==> config.mk <==
export PLATFORM = sky130hd
export DESIGN_NAME = priv_top
export DESIGN_NICKNAME = d
export VERILOG_FILES = /design/src/hw/priv_pkg.sv /design/src/hw/cacop_engine.sv /design/src/hw/csr_file.sv /design/src/hw/priv_exec.sv /design/src/hw/priv_top.sv /design/src/hw/tlb_ctrl.sv
export VERILOG_INCLUDE_DIRS = /design/src /design/src/hw
export SDC_FILE = /design/constraint.sdc
export NUM_CORES = 2
export LEC_CHECK = 0
export ABC_AREA = 1
export BUFFER_PORTS_ARGS = -buffer_cell sky130_fd_sc_hd__buf_2
export CAP_MARGIN = 15
export CORE_AREA = 2 2 415 417
export DETAILED_ROUTE_END_ITERATION = 10
export DIE_AREA = 0 0 417 419
export GPL_TIMING_DRIVEN = 0
export PLACE_DENSITY = 0.56
export SLEW_MARGIN = 40
export SYNTH_ARGS = -nofsm -noshare
export SYNTH_HDL_FRONTEND = slang
export SYNTH_SLANG_ARGS = --single-unit
==> constraint.sdc <==
create_clock -name clk -period 4.72 [get_ports clk]
set_clock_uncertainty 0.2 [all_clocks]
set_input_delay 0.236 -clock clk [delete_from_list [all_inputs] [get_ports clk]]
set_output_delay 0.236 -clock clk [all_outputs]
set_load 0.02 [all_outputs]
==> src/hw/priv_config.svh <==
`ifndef PRIV_CONFIG_SVH
`define PRIV_CONFIG_SVH

// sizes and timing
`define PRIV_TLB_ENTRIES   8
`define PRIV_CACOP_LATENCY 3

// csr addresses
`define CSR_CRMD    14'h0
`define CSR_PRMD    14'h1
`define CSR_ERA     14'h6
`define CSR_TLBIDX  14'h10
`define CSR_TLBEHI  14'h11
`define CSR_TLBELO0 14'h12
`define CSR_ASID    14'h18

`define EXC_ALE 7'h09 // address not aligned

`endif

==> src/hw/priv_pkg.sv <==
`default_nettype none

package priv_pkg;

    typedef struct packed {
        logic is_csr;
        logic is_tlb;
        logic is_cache;
        logic is_ertn;
    } priv_op_t;

    typedef struct packed {
        priv_op_t    op;
        logic [31:0] inst;
        logic [31:0] sr0;     // rj
        logic [31:0] sr1;     // rk
        logic [4:0]  addr;    // rd
        logic [31:0] imm;
        logic [31:0] pc_next;
    } priv_req_t;

    typedef struct packed {
        logic [31:0] pc_target;
        logic [31:0] result;
        logic [4:0]  addr;
        logic [6:0]  exp;
        logic [31:0] badv;
    } priv_rsp_t;

    typedef struct packed {
        logic        query_en;
        logic [13:0] addr;
        logic [31:0] wen;     // per-bit write enable
        logic [31:0] wdata;
    } csr_req_t;

    typedef struct packed {
        logic        fill_mode;
        logic        check_mode;
        logic        we;
        logic        index_we;
        logic        e_we;
        logic        other_we;
        logic [31:0] clear_vaddr;
        logic [9:0]  clear_asid;
        logic [2:0]  clear_mem;   // invtlb op, 0 means none
    } tlb_cmd_t;

    typedef struct packed {
        logic [2:0]  index;
        logic [18:0] vppn;
        logic [19:0] ppn;
        logic        valid;
        logic [9:0]  asid;
    } csr_tlb_view_t;

    typedef struct packed {
        logic [2:0]  index;
        logic        ne;
        logic [18:0] vppn;
        logic [19:0] ppn;
        logic        valid;
        logic [9:0]  asid;
    } tlb_csr_upd_t;

    typedef struct packed {
        logic [1:0]  code;
        logic [31:0] vaddr;
    } cacop_req_t;

    typedef struct packed {
        logic [6:0]  exp;
        logic [31:0] badv;
    } cacop_rpt_t;

    typedef struct packed {
        logic done;
    } cacop_plain_t;

endpackage

`default_nettype wire

==> src/hw/cacop_engine.sv <==
`default_nettype none
`timescale 1ns/1ns
`include "priv_config.svh"

module cacop_engine #(
    parameter type rpt_t = priv_pkg::cacop_rpt_t
) (
    input  logic                 clk,
    input  logic                 rstn,
    input  logic                 en,
    input  priv_pkg::cacop_req_t req,
    output logic                 ready,
    output logic                 complete,
    output rpt_t                 rpt
);
    import priv_pkg::*;

    localparam int  CW    = $clog2(`PRIV_CACOP_LATENCY + 1);
    localparam bit  IS_L1 = ($bits(rpt_t) == $bits(cacop_rpt_t));
    localparam int  RW    = $bits(cacop_rpt_t);

    logic [CW-1:0] cnt;
    logic          err_q;      // misaligned hit op
    logic [31:0]   addr_q;
    logic [RW-1:0] rpt_bits;

    assign ready = (cnt == '0);

    always_ff @(posedge clk) begin
        if (!rstn) begin
            cnt      <= '0;
            complete <= 1'b0;
        end else begin
            complete <= (cnt == CW'(1));
            if (en && ready)    cnt <= CW'(`PRIV_CACOP_LATENCY);
            else if (cnt != '0) cnt <= cnt - 1'b1;
        end
    end

    always_ff @(posedge clk) begin
        if (en && ready) begin
            err_q  <= (req.code == 2'd2) && (req.vaddr[1:0] != 2'b00);
            addr_q <= req.vaddr;
        end
    end

    // l1 reports {exp, badv} on complete, l2 only a done bit
    assign rpt_bits = IS_L1 ? {(complete && err_q) ? `EXC_ALE : 7'h0,
                               (complete && err_q) ? addr_q : 32'h0}
                            : {{(RW-1){1'b0}}, complete};
    assign rpt = rpt_bits[$bits(rpt_t)-1:0];

    // sequencer only requests an idle engine
    a_en_when_ready: assert property (@(posedge clk) disable iff (!rstn) en |-> ready);

endmodule

`default_nettype wire

==> src/hw/csr_file.sv <==
`default_nettype none
`timescale 1ns/1ns
`include "priv_config.svh"

module csr_file (
    input  logic                    clk,
    input  logic                    rstn,
    input  priv_pkg::csr_req_t      csr,
    input  logic                    restore_state,
    input  priv_pkg::tlb_csr_upd_t  upd,
    input  logic                    index_we,
    input  logic                    e_we,
    input  logic                    other_we,
    output logic [31:0]             rdata,
    output logic [31:0]             era,
    output priv_pkg::csr_tlb_view_t view
);
    logic [31:0] crmd;
    logic [31:0] prmd;
    logic [31:0] tlbidx;   // ne at bit 31
    logic [31:0] tlbehi;
    logic [31:0] tlbelo0;
    logic [31:0] asid;

    function automatic logic sw_hit(input logic [13:0] a);
        return csr.query_en && (csr.addr == a);
    endfunction

    function automatic logic [31:0] masked(input logic [31:0] old);
        return (old & ~csr.wen) | (csr.wdata & csr.wen);
    endfunction

    always_comb begin
        case (csr.addr)
            `CSR_CRMD:    rdata = crmd;
            `CSR_PRMD:    rdata = prmd;
            `CSR_ERA:     rdata = era;
            `CSR_TLBIDX:  rdata = tlbidx;
            `CSR_TLBEHI:  rdata = tlbehi;
            `CSR_TLBELO0: rdata = tlbelo0;
            `CSR_ASID:    rdata = asid;
            default:      rdata = 32'h0;
        endcase
    end

    always_ff @(posedge clk) begin
        if (!rstn) begin
            crmd    <= 32'h0000_0008; // da set out of reset
            prmd    <= '0;
            era     <= '0;
            tlbidx  <= '0;
            tlbehi  <= '0;
            tlbelo0 <= '0;
            asid    <= '0;
        end else begin
            if (sw_hit(`CSR_CRMD))   crmd <= masked(crmd);
            else if (restore_state)  crmd[2:0] <= prmd[2:0]; // pie, pplv
            if (sw_hit(`CSR_PRMD))   prmd <= masked(prmd);
            if (sw_hit(`CSR_ERA))    era  <= masked(era);
            if (sw_hit(`CSR_TLBIDX)) begin
                tlbidx <= masked(tlbidx);
            end else if (index_we) begin
                tlbidx[2:0] <= upd.index;
                tlbidx[31]  <= upd.ne;
            end
            if (sw_hit(`CSR_TLBEHI))  tlbehi <= masked(tlbehi);
            else if (e_we)            tlbehi <= {upd.vppn, 13'h0};
            if (sw_hit(`CSR_TLBELO0)) tlbelo0 <= masked(tlbelo0);
            else if (e_we)            tlbelo0 <= {4'h0, upd.ppn, 7'h0, upd.valid};
            if (sw_hit(`CSR_ASID))    asid <= masked(asid);
            else if (other_we)        asid[9:0] <= upd.asid;
        end
    end

    assign view.index = tlbidx[2:0];
    assign view.vppn  = tlbehi[31:13];
    assign view.ppn   = tlbelo0[27:8];
    assign view.valid = tlbelo0[0];
    assign view.asid  = asid[9:0];

    // ertn and a csr write come from different instructions
    a_no_wr_on_restore: assert property (@(posedge clk) disable iff (!rstn)
        !(csr.query_en && (|csr.wen) && restore_state));

endmodule

`default_nettype wire

==> src/hw/priv_exec.sv <==
`default_nettype none
`timescale 1ns/1ns

module priv_exec (
    input  logic                 clk,
    input  logic                 rstn,
    input  logic                 en_in,
    input  priv_pkg::priv_req_t  req,
    output logic                 stall,
    output logic                 en_out,
    output logic                 flush,
    output priv_pkg::priv_rsp_t  rsp,
    output priv_pkg::csr_req_t   csr,
    input  logic [31:0]          csr_rdata,   // old value, read before write
    input  logic [31:0]          era,
    output logic                 restore_state,
    output priv_pkg::tlb_cmd_t   tlb,
    output priv_pkg::cacop_req_t cop,
    output logic                 l1i_en,
    output logic                 l1d_en,
    output logic                 l2_en,
    input  logic                 l1i_ready,
    input  logic                 l1d_ready,
    input  logic                 l2_ready,
    input  logic                 l1i_complete,
    input  logic                 l1d_complete,
    input  logic                 l2_complete,
    input  priv_pkg::cacop_rpt_t l1i_rpt,
    input  priv_pkg::cacop_rpt_t l1d_rpt
);
    import priv_pkg::*;

    typedef enum logic [15:0] {
        S_INIT      = 16'h0001,
        S_CSR       = 16'h0002,
        S_ERTN      = 16'h0004,
        S_TLB       = 16'h0008,
        S_TLB_SRCH  = 16'h0010,
        S_TLB_RD    = 16'h0020,
        S_TLB_WR    = 16'h0040,
        S_TLB_FILL  = 16'h0080,
        S_INVTLB    = 16'h0100,
        S_CACOP     = 16'h0200,
        S_C_REQ     = 16'h0400,
        S_C_WAIT    = 16'h0800,
        S_DONE_CSR  = 16'h1000,
        S_DONE_ERTN = 16'h2000,
        S_DONE_TLB  = 16'h4000,
        S_DONE_C    = 16'h8000
    } state_t;

    state_t      state;
    state_t      next_state;
    logic [31:0] inst_q;        // held for tlb and cacop decode
    logic        sel_ready;
    logic        sel_complete;
    cacop_rpt_t  sel_rpt;

    // inst[1:0] picks the cache, 2 and 3 both go to l2
    always_comb begin
        sel_ready    = l2_ready;
        sel_complete = l2_complete;
        sel_rpt      = '0;
        if (inst_q[1:0] == 2'd0) begin
            sel_ready    = l1i_ready;
            sel_complete = l1i_complete;
            sel_rpt      = l1i_rpt;
        end else if (inst_q[1:0] == 2'd1) begin
            sel_ready    = l1d_ready;
            sel_complete = l1d_complete;
            sel_rpt      = l1d_rpt;
        end
    end

    always_ff @(posedge clk) begin
        if (!rstn) state <= S_INIT;
        else       state <= next_state;
    end

    always_comb begin
        next_state = S_INIT;
        case (state)
            S_INIT: begin
                if (en_in && req.op.is_csr)        next_state = S_CSR;
                else if (en_in && req.op.is_ertn)  next_state = S_ERTN;
                else if (en_in && req.op.is_tlb)   next_state = S_TLB;
                else if (en_in && req.op.is_cache) next_state = S_CACOP;
            end
            S_CSR:  next_state = S_DONE_CSR;
            S_ERTN: next_state = S_DONE_ERTN;
            S_TLB: begin
                if (inst_q[16]) begin
                    next_state = S_INVTLB;
                end else begin
                    case (inst_q[11:10])
                        2'b10:   next_state = S_TLB_SRCH;
                        2'b11:   next_state = S_TLB_RD;
                        2'b00:   next_state = S_TLB_WR;
                        default: next_state = S_TLB_FILL;
                    endcase
                end
            end
            S_TLB_SRCH, S_TLB_RD, S_TLB_WR, S_TLB_FILL, S_INVTLB:
                next_state = S_DONE_TLB;
            S_CACOP:  next_state = S_C_REQ;
            S_C_REQ:  next_state = sel_ready ? S_C_WAIT : S_C_REQ;
            S_C_WAIT: next_state = sel_complete ? S_DONE_C : S_C_WAIT;
            default:  next_state = S_INIT;
        endcase
    end

    // outputs registered on the state being entered
    always_ff @(posedge clk) begin
        if (!rstn) begin
            stall         <= 1'b0;
            en_out        <= 1'b0;
            flush         <= 1'b0;
            rsp           <= '0;
            csr           <= '0;
            restore_state <= 1'b0;
            tlb           <= '0;
            cop           <= '0;
            l1i_en        <= 1'b0;
            l1d_en        <= 1'b0;
            l2_en         <= 1'b0;
            inst_q        <= '0;
        end else begin
            case (next_state)
                S_INIT: begin
                    en_out     <= 1'b0;
                    flush      <= 1'b0;
                    rsp.result <= '0;
                    rsp.addr   <= '0;
                    rsp.exp    <= '0;
                    rsp.badv   <= '0;
                end
                S_CSR: begin
                    stall         <= 1'b1;
                    rsp.pc_target <= req.pc_next;
                    rsp.addr      <= req.addr;
                    csr.query_en  <= 1'b1;
                    csr.addr      <= req.imm[13:0];
                    csr.wen       <= (req.inst[9:5] == 5'd1) ? 32'hffff_ffff : req.sr0;
                    csr.wdata     <= req.sr1;
                end
                S_DONE_CSR: begin
                    en_out       <= 1'b1;
                    flush        <= 1'b1;
                    stall        <= 1'b0;
                    rsp.result   <= csr_rdata;
                    csr.query_en <= 1'b0;
                end
                S_ERTN: begin
                    stall         <= 1'b1;
                    rsp.pc_target <= era;
                    restore_state <= 1'b1;
                end
                S_DONE_ERTN: begin
                    restore_state <= 1'b0;
                    en_out        <= 1'b1;
                    flush         <= 1'b1;
                    stall         <= 1'b0;
                end
                S_TLB: begin
                    stall           <= 1'b1;
                    rsp.pc_target   <= req.pc_next;
                    inst_q          <= req.inst;
                    tlb.clear_asid  <= req.sr0[9:0];
                    tlb.clear_vaddr <= req.sr1;
                end
                S_TLB_SRCH: begin
                    tlb.check_mode <= 1'b1;
                    tlb.index_we   <= 1'b1;
                end
                S_TLB_RD: begin
                    tlb.check_mode <= 1'b0;
                    tlb.e_we       <= 1'b1;
                    tlb.other_we   <= 1'b1;
                end
                S_TLB_WR: begin
                    tlb.fill_mode <= 1'b0;
                    tlb.we        <= 1'b1;
                end
                S_TLB_FILL: begin
                    tlb.fill_mode <= 1'b1;
                    tlb.we        <= 1'b1;
                end
                S_INVTLB: tlb.clear_mem <= (inst_q[4:0] == 5'd0) ? 3'd1 : inst_q[2:0];
                S_DONE_TLB: begin
                    tlb.we        <= 1'b0;
                    tlb.index_we  <= 1'b0;
                    tlb.e_we      <= 1'b0;
                    tlb.other_we  <= 1'b0;
                    tlb.clear_mem <= 3'd0;
                    en_out        <= 1'b1;
                    flush         <= 1'b1;
                    stall         <= 1'b0;
                end
                S_CACOP: begin
                    stall         <= 1'b1;
                    rsp.pc_target <= req.pc_next;
                    inst_q        <= req.inst;
                    cop.code      <= req.inst[4:3];
                    cop.vaddr     <= req.sr0 + req.imm;
                end
                S_C_REQ: begin // held until the engine is ready
                    l1i_en <= (inst_q[1:0] == 2'd0);
                    l1d_en <= (inst_q[1:0] == 2'd1);
                    l2_en  <= inst_q[1];
                end
                S_C_WAIT: begin
                    l1i_en <= 1'b0;
                    l1d_en <= 1'b0;
                    l2_en  <= 1'b0;
                end
                S_DONE_C: begin
                    en_out   <= 1'b1;
                    flush    <= 1'b1;
                    stall    <= 1'b0;
                    rsp.exp  <= rsp.exp | sel_rpt.exp;
                    rsp.badv <= rsp.badv | sel_rpt.badv;
                end
                default: ;
            endcase
        end
    end

    a_state_onehot: assert property (@(posedge clk) disable iff (!rstn) $onehot(state));

endmodule

`default_nettype wire

==> src/hw/priv_top.sv <==
`default_nettype none
`timescale 1ns/1ns

module priv_top (
    input  logic                clk,
    input  logic                rstn,
    input  logic                en_in,
    input  priv_pkg::priv_req_t req,
    output logic                stall,
    output logic                en_out,
    output logic                flush,
    output priv_pkg::priv_rsp_t rsp
);
    import priv_pkg::*;

    csr_req_t      csr;
    logic [31:0]   csr_rdata;
    logic [31:0]   era;
    logic          restore_state;
    tlb_cmd_t      tlb;
    csr_tlb_view_t view;
    tlb_csr_upd_t  upd;
    logic          index_we;
    logic          e_we;
    logic          other_we;
    cacop_req_t    cop;
    logic          l1i_en;
    logic          l1d_en;
    logic          l2_en;
    logic          l1i_ready;
    logic          l1d_ready;
    logic          l2_ready;
    logic          l1i_complete;
    logic          l1d_complete;
    cacop_rpt_t    l1i_rpt;
    cacop_rpt_t    l1d_rpt;
    cacop_plain_t  l2_rpt;

    priv_exec u_priv_exec (
        .clk           (clk),
        .rstn          (rstn),
        .en_in         (en_in),
        .req           (req),
        .stall         (stall),
        .en_out        (en_out),
        .flush         (flush),
        .rsp           (rsp),
        .csr           (csr),
        .csr_rdata     (csr_rdata),
        .era           (era),
        .restore_state (restore_state),
        .tlb           (tlb),
        .cop           (cop),
        .l1i_en        (l1i_en),
        .l1d_en        (l1d_en),
        .l2_en         (l2_en),
        .l1i_ready     (l1i_ready),
        .l1d_ready     (l1d_ready),
        .l2_ready      (l2_ready),
        .l1i_complete  (l1i_complete),
        .l1d_complete  (l1d_complete),
        .l2_complete   (l2_rpt.done),   // l2 report is its completion
        .l1i_rpt       (l1i_rpt),
        .l1d_rpt       (l1d_rpt)
    );

    csr_file u_csr_file (
        .clk           (clk),
        .rstn          (rstn),
        .csr           (csr),
        .restore_state (restore_state),
        .upd           (upd),
        .index_we      (index_we),
        .e_we          (e_we),
        .other_we      (other_we),
        .rdata         (csr_rdata),
        .era           (era),
        .view          (view)
    );

    tlb_ctrl u_tlb_ctrl (
        .clk      (clk),
        .rstn     (rstn),
        .cmd      (tlb),
        .view     (view),
        .upd      (upd),
        .index_we (index_we),
        .e_we     (e_we),
        .other_we (other_we)
    );

    cacop_engine #(.rpt_t(cacop_rpt_t)) u_l1i (
        .clk      (clk),
        .rstn     (rstn),
        .en       (l1i_en),
        .req      (cop),
        .ready    (l1i_ready),
        .complete (l1i_complete),
        .rpt      (l1i_rpt)
    );

    cacop_engine #(.rpt_t(cacop_rpt_t)) u_l1d (
        .clk      (clk),
        .rstn     (rstn),
        .en       (l1d_en),
        .req      (cop),
        .ready    (l1d_ready),
        .complete (l1d_complete),
        .rpt      (l1d_rpt)
    );

    cacop_engine #(.rpt_t(cacop_plain_t)) u_l2 (
        .clk      (clk),
        .rstn     (rstn),
        .en       (l2_en),
        .req      (cop),
        .ready    (l2_ready),
        .complete (),
        .rpt      (l2_rpt)
    );

endmodule

`default_nettype wire

==> src/hw/tlb_ctrl.sv <==
`default_nettype none
`timescale 1ns/1ns
`include "priv_config.svh"

module tlb_ctrl (
    input  logic                    clk,
    input  logic                    rstn,
    input  priv_pkg::tlb_cmd_t      cmd,
    input  priv_pkg::csr_tlb_view_t view,
    output priv_pkg::tlb_csr_upd_t  upd,
    output logic                    index_we,
    output logic                    e_we,
    output logic                    other_we
);
    logic [18:0] e_vppn [`PRIV_TLB_ENTRIES];
    logic [9:0]  e_asid [`PRIV_TLB_ENTRIES];
    logic [19:0] e_ppn  [`PRIV_TLB_ENTRIES];
    logic [`PRIV_TLB_ENTRIES-1:0] e_valid;
    logic [`PRIV_TLB_ENTRIES-1:0] inv;
    logic [2:0] fill_ptr;
    logic [2:0] hit_idx;
    logic       hit;
    logic [2:0] wr_idx;
    logic [2:0] sel_idx;

    // downward scan so the lowest match wins
    always_comb begin
        hit     = 1'b0;
        hit_idx = 3'd0;
        for (int i = `PRIV_TLB_ENTRIES - 1; i >= 0; i--) begin
            if (e_valid[i] && e_vppn[i] == view.vppn && e_asid[i] == view.asid) begin
                hit     = 1'b1;
                hit_idx = 3'(i);
            end
        end
    end

    always_comb begin
        for (int i = 0; i < `PRIV_TLB_ENTRIES; i++) begin
            case (cmd.clear_mem)
                3'd1:    inv[i] = 1'b1;
                3'd4:    inv[i] = (e_asid[i] == cmd.clear_asid);
                3'd5:    inv[i] = (e_asid[i] == cmd.clear_asid) &&
                                  (e_vppn[i] == cmd.clear_vaddr[31:13]);
                default: inv[i] = 1'b0;
            endcase
        end
    end

    assign wr_idx  = cmd.fill_mode ? fill_ptr : view.index;
    assign sel_idx = cmd.check_mode ? hit_idx : view.index;

    always_ff @(posedge clk) begin
        if (cmd.we) begin
            e_vppn[wr_idx] <= view.vppn;
            e_asid[wr_idx] <= view.asid;
            e_ppn[wr_idx]  <= view.ppn;
        end
    end

    always_ff @(posedge clk) begin
        if (!rstn) begin
            e_valid  <= '0;
            fill_ptr <= 3'd0;
            index_we <= 1'b0;
            e_we     <= 1'b0;
            other_we <= 1'b0;
        end else begin
            e_valid <= e_valid & ~inv;
            if (cmd.we) begin
                e_valid[wr_idx] <= view.valid;
                if (cmd.fill_mode) begin
                    fill_ptr <= (fill_ptr == 3'(`PRIV_TLB_ENTRIES - 1)) ? 3'd0 : fill_ptr + 3'd1;
                end
            end
            index_we <= cmd.index_we; // csr picks these up next cycle
            e_we     <= cmd.e_we;
            other_we <= cmd.other_we;
        end
    end

    always_ff @(posedge clk) begin
        upd <= '{index: sel_idx,
                 ne:    cmd.check_mode && !hit,
                 vppn:  e_vppn[sel_idx],
                 ppn:   e_ppn[sel_idx],
                 valid: e_valid[sel_idx],
                 asid:  e_asid[sel_idx]};
    end

endmodule

`default_nettype wire

# After elaboration in Yosys (flattened, before gate mapping)

Memory sizes are Yosys's and may differ from the RTL's. A register that Yosys moved wholly into a read port is not among the register bits.
Index checks and enable logic that the tools add are counted.

Register bits: 629
Memory bits (writable): 392
Input bits: 172
Output and inout port bits: 111
Word-level logic and storage cells: 342
Memories kept: 3

Add/sub/neg operators: 5
Order comparisons: 3
Eq/ne operators: 78
Muxes and demuxes: 92
Bitwise operators: 20
Reduce and logical (&&, ||, !) cells: 85

Memory list:

| memory            | depth | bits a word | read ports | clocked after Yosys merged registers in | wr ports | RTL line       | RTL |
|---|---|---|---|---|---|---|---|
| u_tlb_ctrl.e_ppn  | 8     | 20          | 1          | 1                                       | 1        | tlb_ctrl.sv:17 | `` logic [19:0] e_ppn [`PRIV_TLB_ENTRIES]; `` |
| u_tlb_ctrl.e_vppn | 8     | 19          | 9          | 1                                       | 1        | tlb_ctrl.sv:15 | `` logic [18:0] e_vppn [`PRIV_TLB_ENTRIES]; `` |
| u_tlb_ctrl.e_asid | 8     | 10          | 9          | 1                                       | 1        | tlb_ctrl.sv:16 | `` logic [9:0] e_asid [`PRIV_TLB_ENTRIES]; `` |

Operator list:

| cell                 | count |
|---|---|
| $eq 19x19->1         | 16 |
| $and 32x32->32       | 8 |
| $or 32x32->32        | 8 |
| $mux 32              | 7 |
| $pmux 32 s7          | 1 |
| $eq 10x10->1         | 16 |
| $pmux 16 s8          | 1 |
| $pmux 32 s2          | 2 |
| $mux 39              | 2 |
| $pmux 39 s2          | 1 |
| $mux 16              | 4 |
| $eq 14x5->1 const B  | 4 |
| $reduce_bool 2->1    | 27 |
| $mux 3               | 16 |
| $logic_and 1x1->1    | 43 |
| $add 32x32->32       | 1 |
| $eq 16x1->1 const B  | 2 |
| $eq 16x10->1 const B | 2 |
| $eq 16x11->1 const B | 2 |
| $eq 16x12->1 const B | 2 |
| $eq 16x2->1 const B  | 2 |
| $eq 16x3->1 const B  | 2 |
| $eq 16x4->1 const B  | 2 |
| $eq 16x5->1 const B  | 2 |
| other kinds (48)     | 110 |

# Depth between registers and ports, before layout

An unclocked memory read counts as a cell.

Depth in word-level cells: 15
Depth in mapped cells: 25
Depth with buffers taken out: 22

# Modules after synthesis

From an unflattened synthesis, not the netlist that was laid out.

Cells, all modules: 7445
Area, all modules: 56302.7 um^2

Modules (own cells, without submodules):

| module                   | instances | cells an instance | area an instance (um^2) | sequential area each (um^2) |
|---|---|---|---|---|
| tlb_ctrl                 | 1         | 2866              | 25200.4                 | 13132.6 |
| priv_exec                | 1         | 2079              | 14254.9                 | 6025.8 |
| csr_file                 | 1         | 2219              | 13591.8                 | 4484.3 |
| cacop_engine (u_l1d ...) | 2         | 131               | 1552.7                  | 1051.0 |
| cacop_engine (u_l2)      | 1         | 19                | 150.1                   | 60.1 |

# Worst setup path after synthesis

OpenSTA, ideal clock, no wires.

Kind: flip-flop to flip-flop
From: reg, netlist name u_priv_exec.tlb[50]
To: mem u_tlb_ctrl.e_asid[0][0] (enable)
Setup time: 0.403 ns
Arrival: 2.067 ns
Data required time: 4.117 ns
Slack: 2.050 ns
Cell stages (with the launch flop): 8
Path buffers: 0
Period minus slack after synthesis: 2.670 ns
Path through: dfxtp_1 -> inv_1 -> or2_2 -> o21ai_0 -> inv_1 -> nor2_1 -> nand2_1 -> inv_1

Word-level cells in the longest chain between the ends: 1

Ends and longest elaborated chain:

| what             | RTL line       | RTL |
|---|---|---|
| $mux 3           | tlb_ctrl.sv:50 | `assign wr_idx = cmd.fill_mode ? fill_ptr : view.index;` |
| end: declaration | tlb_ctrl.sv:16 |  |

Every way passes these cells.

# Worst setup path in the final report

From: reg u_csr_file.tlbehi[31]
To: reg, netlist name u_tlb_ctrl.upd[30]

Word-level cells in the longest chain between the ends: 12
Elaborated cells on any way between the ends: 33
Those cells by class: eq/ne: 8; mux: 9; reduce/logical: 16

Ends and longest elaborated chain:

| what                            | RTL line       | RTL |
|---|---|---|
| start: declaration              | csr_file.sv:21 | `logic [31:0] tlbehi;` |
| start signal: assignment        | csr_file.sv:66 | `` if (sw_hit(`CSR_TLBEHI)) tlbehi <= masked(tlbehi); `` |
| start signal: assignment        | csr_file.sv:67 | `else if (e_we) tlbehi <= {upd.vppn, 13'h0};` |
| $eq 19x19->1                    | tlb_ctrl.sv:31 | `if (e_valid[i] && e_vppn[i] == view.vppn && e_asid[i] == view.asid) begin` |
| $logic_and 1x1->1 (2 in series) | tlb_ctrl.sv:31 |  |
| $mux 3 (7 in series)            | tlb_ctrl.sv:31 |  |
| $mux 3 *                        | tlb_ctrl.sv:31 |  |
| $mux 3 *                        | tlb_ctrl.sv:51 | `assign sel_idx = cmd.check_mode ? hit_idx : view.index;` |

Every way passes the cells marked *; elsewhere a longest branch is shown, timed or not.
A chain may end at the register's enable or synchronous reset.

==> summary.json <==
{
  "grt-ovfl-total": {"value": 0},
  "track_usage": {"value": 26.9, "unit": "%"},
  "drt_first_iter_violations": {"value": 6345},
  "vias_in_the_first_global_route": {"value": 45673},
  "crit_type": {"value": "flop to flop"},
  "postRouteAntennaNets": {"value": 0},
  "synth-seq-cells": {"value": 1041},
  "clk_sink_count": {"value": 1041},
  "netlist_instances": {"value": 6206},
  "top_cell_type_by_total_area_after_synthesis": {"value": "sky130_fd_sc_hd__edfxtp_1"},
  "num_vias": {"value": 49603},
  "finish.net_count": {"value": 6973},
  "initial_core_util": {"value": 29.8, "unit": "%"},
  "report.power.total": {"value": 0.0212, "unit": "W"},
  "worst_max_slew_pin_slew": {"value": 1160, "unit": "ps"},
  "crit_top_cell": {"value": "sky130_fd_sc_hd__nand2_1"},
  "multi_input_area": {"value": 0.0208, "unit": "mm^2"},
  "floorplan.io_pins": {"value": 283},
  "post_synth_instance_area": {"value": 0.0508, "unit": "mm^2"},
  "finalWirelength": {"value": 245, "unit": "mm"},
  "worstPathBufferInverterCount": {"value": 6},
  "numPlacedInstances": {"value": 8713},
  "drive_above_1_share": {"value": 10.4, "unit": "%"},
  "ff_latch_area": {"value": 0.0254, "unit": "mm^2"},
  "core": {"value": 0.171, "unit": "mm^2"},
  "rsz0062_at_grt": {"value": "no"},
  "worstPathCellList": {"value": "buf_4 > inv_1 > nand2_1 > a221oi_1 > nand4_1 > nor2_1 > nand2_1 > nand2_1 > inv_1 > nand2_1 > buf_2 > buf_2 > nand3_1 > nand3_1 > nand3_1 > nand2_1 > inv_1"},
  "violations_in_the_final_reports": {"value": "setup timing"},
  "cts_buffers": {"value": 115},
  "syn_area_per_cell": {"value": 8.19, "unit": "um^2"},
  "clock_tree_from_tritoncts": {"value": "done"},
  "timing.final.ws_setup": {"value": -55.6, "unit": "ps"},
  "final-instance-count-excl-fill": {"value": 9099},
  "global_route_wire_length_before_repair": {"value": 339, "unit": "mm"},
  "clk_transition_reported_paths": {"value": 70, "unit": "ps"},
  "yosys_warnings": {"value": 0},
  "slew_headroom": {"value": 22.6, "unit": "%"},
  "worst_min_delay_path_category": {"value": "primary input to flop"},
  "cp_top_family": {"value": "simple AND/OR/NAND/NOR gates"},
  "netlist-cell-type-count": {"value": 57},
  "min_period": {"value": 4780, "unit": "ps"},
  "cts_root_buf": {"value": "sky130_fd_sc_hd__clkbuf_16"},
  "timing.critical_path.fanout_max": {"value": 10},
  "clock_path_buffers": {"value": 3},
  "crit_slowest_cell": {"value": "sky130_fd_sc_hd__a221oi_1"},
  "timing.setup.tns": {"value": -55.6, "unit": "ps"},
  "run_status": {"value": "finished with violations"},
  "cp_slowest_stage_delay": {"value": 590, "unit": "ps"},
  "crit_path_end_kind": {"value": "flop"},
  "fmax": {"value": 0.209, "unit": "GHz"},
  "grt_antenna_before_repair": {"value": 15},
  "netlist_top_cells_area": {"value": "sky130_fd_sc_hd__edfxtp_1 (27%), sky130_fd_sc_hd__dfxtp_1 (23%), sky130_fd_sc_hd__nand2_1 (8.3%)"},
  "critPathArrivalTime": {"value": 5230, "unit": "ps"},
  "die_h": {"value": 419, "unit": "um"},
  "post_drt_wl_per_cell": {"value": 26.9, "unit": "um"},
  "post_drt_via_cell_ratio": {"value": 5.45},
  "floorplan.die.width": {"value": 417, "unit": "um"},
  "synth-edff-count": {"value": 458},
  "synth-async-reset-ratio": {"value": 0, "unit": "%"},
  "cellPowerDensity": {"value": 349, "unit": "mW/mm^2"},
  "largest_net_degree_at_the_start_of_global_routing": {"value": 41},
  "worst_skew_pair.late_latency": {"value": 790, "unit": "ps"},
  "setup_viol": {"value": 1},
  "flip_flop_cell_with_the_highest_count_after_synthesis": {"value": "sky130_fd_sc_hd__dfxtp_1"},
  "num-fill-cells": {"value": 17816},
  "port_buffers": {"value": 258},
  "floorplan.die_area": {"value": 0.175, "unit": "mm^2"},
  "cellLeakagePower": {"value": 24.5, "unit": "nW"},
  "clock_tree.htree_level_count": {"value": 3},
  "drt_pre_antenna_iters": {"value": 8},
  "detailed_place_hpwl": {"value": 189, "unit": "mm"},
  "final.period_utilization": {"value": 101, "unit": "%"},
  "place_congestion": {"value": 0.979},
  "fin_hold_ws": {"value": 59.7, "unit": "ps"},
  "cp-start-kind": {"value": "flop"},
  "worst-endpoint-required": {"value": 5180, "unit": "ps"},
  "num_rows": {"value": 152},
  "syn2layout_area_growth": {"value": 19.7, "unit": "%"},
  "drc_errors": {"value": 0},
  "final_hold_viol_count": {"value": 0},
  "final_max_slew_viol_count": {"value": 0},
  "post-synth-top-area-fraction": {"value": 27.1, "unit": "%"},
  "vdd.ir_drop.worst": {"value": 0.363, "unit": "mV"},
  "register_area_share_after_synthesis": {"value": 50.0, "unit": "%"},
  "drv_cap": {"value": 0}
}
[cells in the final DEF, fill, tap and decap left out, types with 39 or more instances in the layout]
| cell type | count |
|---|---|
| sky130_fd_sc_hd__a21oi_1 | 316 |
| sky130_fd_sc_hd__ha_1 | 39 |
| sky130_fd_sc_hd__nor3_1 | 40 |
| sky130_fd_sc_hd__nand2_1 | 1119 |
| sky130_fd_sc_hd__inv_1 | 795 |
| sky130_fd_sc_hd__dlygate4sd3_1 | 161 |
| sky130_fd_sc_hd__clkbuf_2 | 40 |
| sky130_fd_sc_hd__buf_2 | 336 |
| sky130_fd_sc_hd__clkbuf_1 | 193 |
| sky130_fd_sc_hd__a211oi_1 | 226 |
| sky130_fd_sc_hd__xor2_1 | 85 |
| sky130_fd_sc_hd__nor2_1 | 539 |
| sky130_fd_sc_hd__o21ai_0 | 276 |
| sky130_fd_sc_hd__clkbuf_16 | 120 |
| sky130_fd_sc_hd__dfxtp_1 | 574 |
| sky130_fd_sc_hd__xnor2_1 | 126 |
| sky130_fd_sc_hd__nand4_1 | 68 |
| sky130_fd_sc_hd__nand3_1 | 692 |
| sky130_fd_sc_hd__edfxtp_1 | 458 |
| sky130_fd_sc_hd__o22ai_1 | 115 |
[area by class of cell]
type	instances	area share (%)
sequential	1041	41.8
multi-input combinational	3990	34.2
clock buffer	152	5.37
inverter	833	5.20
timing repair buffer	434	5.14
tap	2233	4.59
buffer	346	2.74
clock inverter	67	0.979
antenna	3	0.0123
[logic make-up after synthesis]
logic type,after synthesis,share of synthesized area (%)
compound gates,1150,14.0
xor+xnor,211,3.64
fa+ha+maj,40,1.00
buf+inv,1179,9.32
flops,1041,50.0
other cells,1,0.00738
simple gates,2584,22.0
[Yosys cell counts (115+ instances only)]
| library cell | n |
|---|---|
| sky130_fd_sc_hd__edfxtp_1 | 458 |
| sky130_fd_sc_hd__nand3_1 | 692 |
| sky130_fd_sc_hd__a211oi_1 | 226 |
| sky130_fd_sc_hd__xnor2_1 | 126 |
| sky130_fd_sc_hd__a21oi_1 | 317 |
| sky130_fd_sc_hd__nor2_1 | 542 |
| sky130_fd_sc_hd__nand2_1 | 1119 |
| sky130_fd_sc_hd__inv_1 | 807 |
| sky130_fd_sc_hd__o22ai_1 | 115 |
| sky130_fd_sc_hd__clkbuf_1 | 215 |
| sky130_fd_sc_hd__dfxtp_1 | 583 |
| sky130_fd_sc_hd__o21ai_0 | 276 |
[flip-flops by register name, indices dropped and copies added (netlist names), 34 cells and up]
signal and cells:
u_tlb_ctrl.e_vppn 152, u_tlb_ctrl.upd 54, u_priv_exec.cop 34, u_priv_exec.tlb 37
u_tlb_ctrl.e_ppn 160, u_priv_exec.rsp 103, u_tlb_ctrl.e_asid 80, u_priv_exec.csr 79
[routing by layer]
metal	vias up	GRT usage [%]	wire, um
met5	-	0	27
met4	4	10.8	10300
met3	497	5.40	24000
met2	2710	41.3	107000
met1	24311	36.9	103000
li1	22081	-	-
[timing repair]
item | in CTS | in global routing
resized for setup | 5 | 12
hold buffers | 161 | 0
setup buffers | 0 | 3
gates cloned | 0 | 0
endpoints found under the setup margin | 19 | 36
hold endpoints to repair | 193 | 0
[metrics by stage]
step | setup WS [ps] | utilization, % | area (um^2)
after floorplan | 2050 | - | 50800
after global placement | -536 | 32.2 | 54900
after detailed placement | -197 | 32.4 | 55300
after CTS | 0.597 | 35.6 | 60800
after global routing | 9.26 | 35.7 | 60800
final | -55.6 | 35.7 | 60800
[worst register-to-register path, stage by stage, from the launching register on]
cell and delay (ps):
sky130_fd_sc_hd__dfxtp_1 490, sky130_fd_sc_hd__buf_4 310, sky130_fd_sc_hd__inv_1 420, sky130_fd_sc_hd__nand2_1 110
sky130_fd_sc_hd__a221oi_1 590, sky130_fd_sc_hd__nand4_1 390, sky130_fd_sc_hd__nor2_1 170, sky130_fd_sc_hd__nand2_1 70
sky130_fd_sc_hd__nand2_1 120, sky130_fd_sc_hd__inv_1 60, sky130_fd_sc_hd__nand2_1 100, sky130_fd_sc_hd__buf_2 420
sky130_fd_sc_hd__buf_2 390, sky130_fd_sc_hd__nand3_1 120, sky130_fd_sc_hd__nand3_1 110, sky130_fd_sc_hd__nand3_1 210
sky130_fd_sc_hd__nand2_1 310, sky130_fd_sc_hd__inv_1 80
[report_power, final]
group / total (W) / switching, W / internal [W]
clock: 0.00937 / 0.00414 / 0.00523
sequential: 0.00974 / 0.000205 / 0.00953
combinational: 0.00212 / 0.00150 / 0.000621
total: 0.0212 / 0.00584 / 0.0154
[final timing paths]
| check | from | end | depth (start not counted) | slack, ps |
|---|---|---|---|---|
| hold reg to reg | u_priv_exec.tlb[45] | u_tlb_ctrl.e_we | 2 | 230 |
| hold / removal | req[65] | u_priv_exec.rsp[40] | 4 | 60 |
| setup / recovery | u_csr_file.tlbehi[31] | u_tlb_ctrl.upd[30] | 17 | -60 |
| setup reg to reg | u_csr_file.tlbehi[31] | u_tlb_ctrl.upd[30] | 17 | -60 |
Power figures use the tool's default switching activity.
